[config.mk]
export PLATFORM = sky130hd
export DESIGN_NAME = jtlb
export DESIGN_NICKNAME = d
export VERILOG_FILES = /design/src/common/tlb_pkg.sv /design/src/logic/jtlb.sv
export SDC_FILE = /design/constraint.sdc
export NUM_CORES = 1
export LEC_CHECK = 0
export BUFFER_PORTS_ARGS = -buffer_cell sky130_fd_sc_hd__clkbuf_2
export CAP_MARGIN = 10
export CELL_PAD_IN_SITES_DETAIL_PLACEMENT = 2
export CELL_PAD_IN_SITES_GLOBAL_PLACEMENT = 2
export CORE_MARGIN = 2
export CORE_UTILIZATION = 35
export DETAILED_ROUTE_END_ITERATION = 8
export PLACE_DENSITY_LB_ADDON = 0.1
export SLEW_MARGIN = 15
export SYNTH_ARGS = -nofsm -noshare
export SYNTH_HDL_FRONTEND = slang
export SYNTH_SLANG_ARGS = --single-unit
[constraint.sdc]
create_clock -name clk -period 6.31 [get_ports clk]
set_clock_uncertainty 0.15 [all_clocks]
set_input_delay 0.3155 -clock clk [delete_from_list [all_inputs] [get_ports clk]]
set_output_delay 0.3155 -clock clk [all_outputs]
set_load 0.02 [all_outputs]
[src/common/tlb_pkg.sv]
`default_nettype none

package tlb_pkg;

    // 4 KB virtual page number
    typedef logic [19:0] vpn_t;

    // even/odd page pair, vpn without its lowest bit
    typedef logic [18:0] vpn2_t;

    // physical frame number
    typedef logic [19:0] pfn_t;

    // joint TLB size and index
    localparam int TLB_ENTRIES = 8;
    typedef logic [2:0] tlb_idx_t;

endpackage

`default_nettype wire

[src/logic/jtlb.sv]
`default_nettype none

module jtlb
    import tlb_pkg::*;
#(
    parameter int NR_ENTRIES = TLB_ENTRIES
) (
    input  logic     clk,
    input  logic     rst,
    // write port with one entry per strobe
    input  logic     tlbw_en,
    input  tlb_idx_t tlbw_index,
    input  vpn2_t    tlbw_vpn2,
    input  pfn_t     tlbw_pfn0,
    input  pfn_t     tlbw_pfn1,
    input  logic     tlbw_c0,
    input  logic     tlbw_c1,
    input  logic     tlbw_v0,
    input  logic     tlbw_v1,
    // lookup answered one cycle later
    input  vpn2_t    lookup_vpn2,
    output logic     found,
    output pfn_t     pfn0,
    output pfn_t     pfn1,
    output logic     c0,
    output logic     c1,
    output logic     v0,
    output logic     v1
);

    logic [NR_ENTRIES-1:0] present;
    vpn2_t ent_vpn2 [NR_ENTRIES];
    pfn_t  ent_pfn0 [NR_ENTRIES];
    pfn_t  ent_pfn1 [NR_ENTRIES];
    logic [NR_ENTRIES-1:0] ent_c0;
    logic [NR_ENTRIES-1:0] ent_c1;
    logic [NR_ENTRIES-1:0] ent_v0;
    logic [NR_ENTRIES-1:0] ent_v1;

    always_ff @(posedge clk) begin
        if (rst) begin
            present <= '0;
        end else if (tlbw_en) begin
            present[tlbw_index] <= 1'b1;
        end
    end

    // entry contents written by index
    always_ff @(posedge clk) begin
        if (tlbw_en) begin
            ent_vpn2[tlbw_index] <= tlbw_vpn2;
            ent_pfn0[tlbw_index] <= tlbw_pfn0;
            ent_pfn1[tlbw_index] <= tlbw_pfn1;
            ent_c0[tlbw_index] <= tlbw_c0;
            ent_c1[tlbw_index] <= tlbw_c1;
            ent_v0[tlbw_index] <= tlbw_v0;
            ent_v1[tlbw_index] <= tlbw_v1;
        end
    end

    // parallel compare where the lowest matching index wins
    logic     hit_any;
    tlb_idx_t hit_idx;
    always_comb begin
        hit_any = 1'b0;
        hit_idx = '0;
        for (int k = NR_ENTRIES - 1; k >= 0; k--) begin
            if (present[k] && ent_vpn2[k] == lookup_vpn2) begin
                hit_any = 1'b1;
                hit_idx = tlb_idx_t'(k);
            end
        end
    end

    always_ff @(posedge clk) begin
        if (rst) begin
            found <= 1'b0;
        end else begin
            found <= hit_any;
        end
    end

    always_ff @(posedge clk) begin
        pfn0 <= ent_pfn0[hit_idx];
        pfn1 <= ent_pfn1[hit_idx];
        c0 <= ent_c0[hit_idx];
        c1 <= ent_c1[hit_idx];
        v0 <= ent_v0[hit_idx];
        v1 <= ent_v1[hit_idx];
    end

endmodule

`default_nettype wire

==> reports/summary.txt <==
Outcome: complete, no violations
Drt drc: 0
Setup slack, reg-to-reg: 2.10 ns
Worst-Margin Slew: 1.12 ns
Reg2Reg Launch Point: ent_vpn2[2][9]
Fin area: 0.0257 mm^2
First-pass GRT wire length: 86900 um
Number of flops mapped to enable cells by yosys: 504
HP Class: input pin to flip-flop
Largest net degree at the start of global routing: 55
Mapped Cells: 1189
Post-synthesis sequential area ratio: 0.750
Hold Fails Final Rpt: 0
Max-slew headroom: 0.254
CTS buffer count: 61
Die area: 0.0637 mm^2
Critical Path Sink Type: flip-flop
Area grow syn2layout: 18.8%
Post-synth top area cell: edfxtp_1
Core area: 0.0614 mm^2
Initial antenna violation count: 1
RSZ-0062 raised after global routing: false
Ant. Diodes: 0
Layout cells sized above 1: 0.188
Yosys warning count: 0
Main synth FF type: edfxtp_1
Post-CTS Resized: 0
CP Data Arrival Time: 4.56 ns
Internal Power: 6.33 mW
FMAX: 238 MHz
Maximum fanout along the worst path: 54
Clock share of power: 0.436
Die Y: 252 um
Clk slew on worst S/H paths: 0.06 ns
Clock tree buffer depth: 3
H-tree levels: 2
Dpl cell area: 0.0230 mm^2
P per Cell Area: 316 mW/mm^2
Crit path max-delay cell type: a221oi_4
Logic pwr share: 0.048
Overall Global Routing Usage: 0.190
Buffer count from post-CTS setup fixing: 0
Crit-path cells: xor2_1, nor4_1, nand3_1, nor3_4, nor3_2, a221oi_4, buf_12, mux2i_1, a22o_1, a221oi_1
Final min period: 4.21 ns
Flip-flop and latch count after synthesis: 557
Synth top area cells: edfxtp_1 (70%), mux2i_1 (8.2%), dfxtp_1 (4.9%)
Hold Crit Start: tlbw_index[2]
CTS tree: built
Worst Path Required: 6.66 ns
# rows: 91
WL/cell: 26.7 um
Max Cap Viol: 0
Remaining global-route overflow: 0
IO buf count: 132
Vias in the first global route: 12600
Syn avg cell area: 18.2 um^2
Synth top area share: 0.700
DIE WIDTH: 252 um
Total number of vias: 11600
Gpl congestion: 0.859
Worst setup SP type: flip-flop
Leakage power: 9.72 nW
Non-Filler Instances: 2257
Setup CP Type: flip-flop to flip-flop
Dpl cells: 2078
Seq pwr share: 0.516
Mapped Area: 0.0216 mm^2
Synthesized net count: 1277
CP max stage delay: 0.85 ns
First-pass DRT Iterations: 4
Ys async rst share: 0
Util after Layout: 0.418
Clock sink count: 557
R2r endpoint: pfn1[14]
Worst skew pair latency: 0.63 ns
Net switching power figure: 1.77 mW
Worst vdd ir: 0.279 mV
Most frequent cells in the layout: edfxtp_1 (504), mux2i_1 (176), clkbuf_2 (132)
Setup Viol. Count Final: 0
1st-iter DRT viols: 564
Routed Antenna Nets: 0
Worst Setup EP: pfn1[14]
Final slew viol count: 0
Switching portion of total power: 0.219
Most common cell after layout, fill and taps aside: edfxtp_1
Post-Route WL: 60200 um
Filler cells: 5806
# IOs: 133
R2R cell count: 10
DP Wirelength: 36200 um
Effective utilization at floorplan: 0.352
Fin nets: 1503
Synth cell types: 38
Crit path launch: ent_vpn2[2][9]
Final period utilization: 0.666
DR vias/cell: 5.14
Post-Route Setup TNS: 0 ns
Root Driver: clkbuf_16
## metrics by stage
step	worst slack, ns	hold slack (ns)	total power [mW]
floorplan	0.767	0.264	4.44
global placement	1.71	0.346	4.61
detailed placement	1.72	0.350	4.62
CTS	1.94	0.125	8.22
global route	1.82	0.175	8.38
finish	2.10	0.156	8.10
## worst min path at each step
stage / to / slack, ns / depth (start not counted)
after floorplan: ent_c0[0] / 0.26 / 0
after global placement: present[2] / 0.35 / 2
after detailed placement: present[2] / 0.35 / 2
after CTS: ent_vpn2[5][3] / 0.13 / 3
after global routing: ent_vpn2[0][3] / 0.17 / 3
final: ent_vpn2[5][3] / 0.16 / 3
## what timing repair did
action,in CTS,in global routing
hold endpoints to repair,512,0
hold buffers,64,0
endpoints found under the setup margin,0,0
## cell usage after synthesis, types with 6 or more instances
cell      instances
edfxtp_1        504
mux2i_1         176
xor2_1           96
xnor2_1          54
dfxtp_1          53
a22o_1           44
a221oi_1         40
nor4_1           40
nand4_1          34
nor2_1           32
buf_6            17
clkbuf_1         17
buf_12            9
nor4b_1           9
buf_2             8
nand2_1           7
nand3_1           6
## critical path: cells and delay by family (launching register included)
kind	cells	cell delay (ns)
xor+xnor	1	0.22
flops	1	0.37
buf+inv	1	0.45
mux	1	0.13
compound gates	3	1.40
simple gates	4	1.30
## flip-flops by register name, summed over array words and instances, names as in the netlist
signal,cells
pfn0,20
ent_c0,8
v0,1
pfn1,20
c0,1
ent_v1,8
ent_pfn0,160
ent_vpn2,152
present,8
found,1
ent_v0,8
ent_pfn1,160
c1,1
ent_c1,8
v1,1
## logic make-up after synthesis
kind of cell | synth area share
AO/OA/AOI/OAI | 0.0400
XOR/XNOR | 0.0623
multiplexers | 0.0815
flip-flops | 0.750
buffers and inverters | 0.0243
AND/OR/NAND/NOR | 0.0423
## cell type report
class | count | area (um^2) | share of cell area
Clock buffer | 86 | 1720 | 0.0670
Inverter | 1 | 3.75 | 0.000146
Timing Repair Buffer | 219 | 1490 | 0.0579
Clock inverter | 29 | 269 | 0.0105
Tap cell | 790 | 988 | 0.0385
Sequential cell | 557 | 16200 | 0.631
Multi-Input combinational cell | 575 | 5010 | 0.195
## routing by layer
layer / up-vias / wire length [um] / global-route usage
li1: 5173 / - / -
met1: 6115 / 27000 / 0.254
met2: 227 / 29300 / 0.319
met3: 84 / 2240 / 0.0282
met4: 2 / 1620 / 0.0614
met5: - / 13 / 0
## power by group through the flow
stage	Combinational [mW]	Clock [mW]	Sequential, mW
final	0.387	3.53	4.18
after global placement	0.352	0	4.25
after CTS	0.394	3.64	4.18
after detailed placement	0.359	0	4.26
after floorplan	0.169	0	4.27
after global routing	0.418	3.77	4.19
No activity file was read; power rests on OpenSTA's default activity.
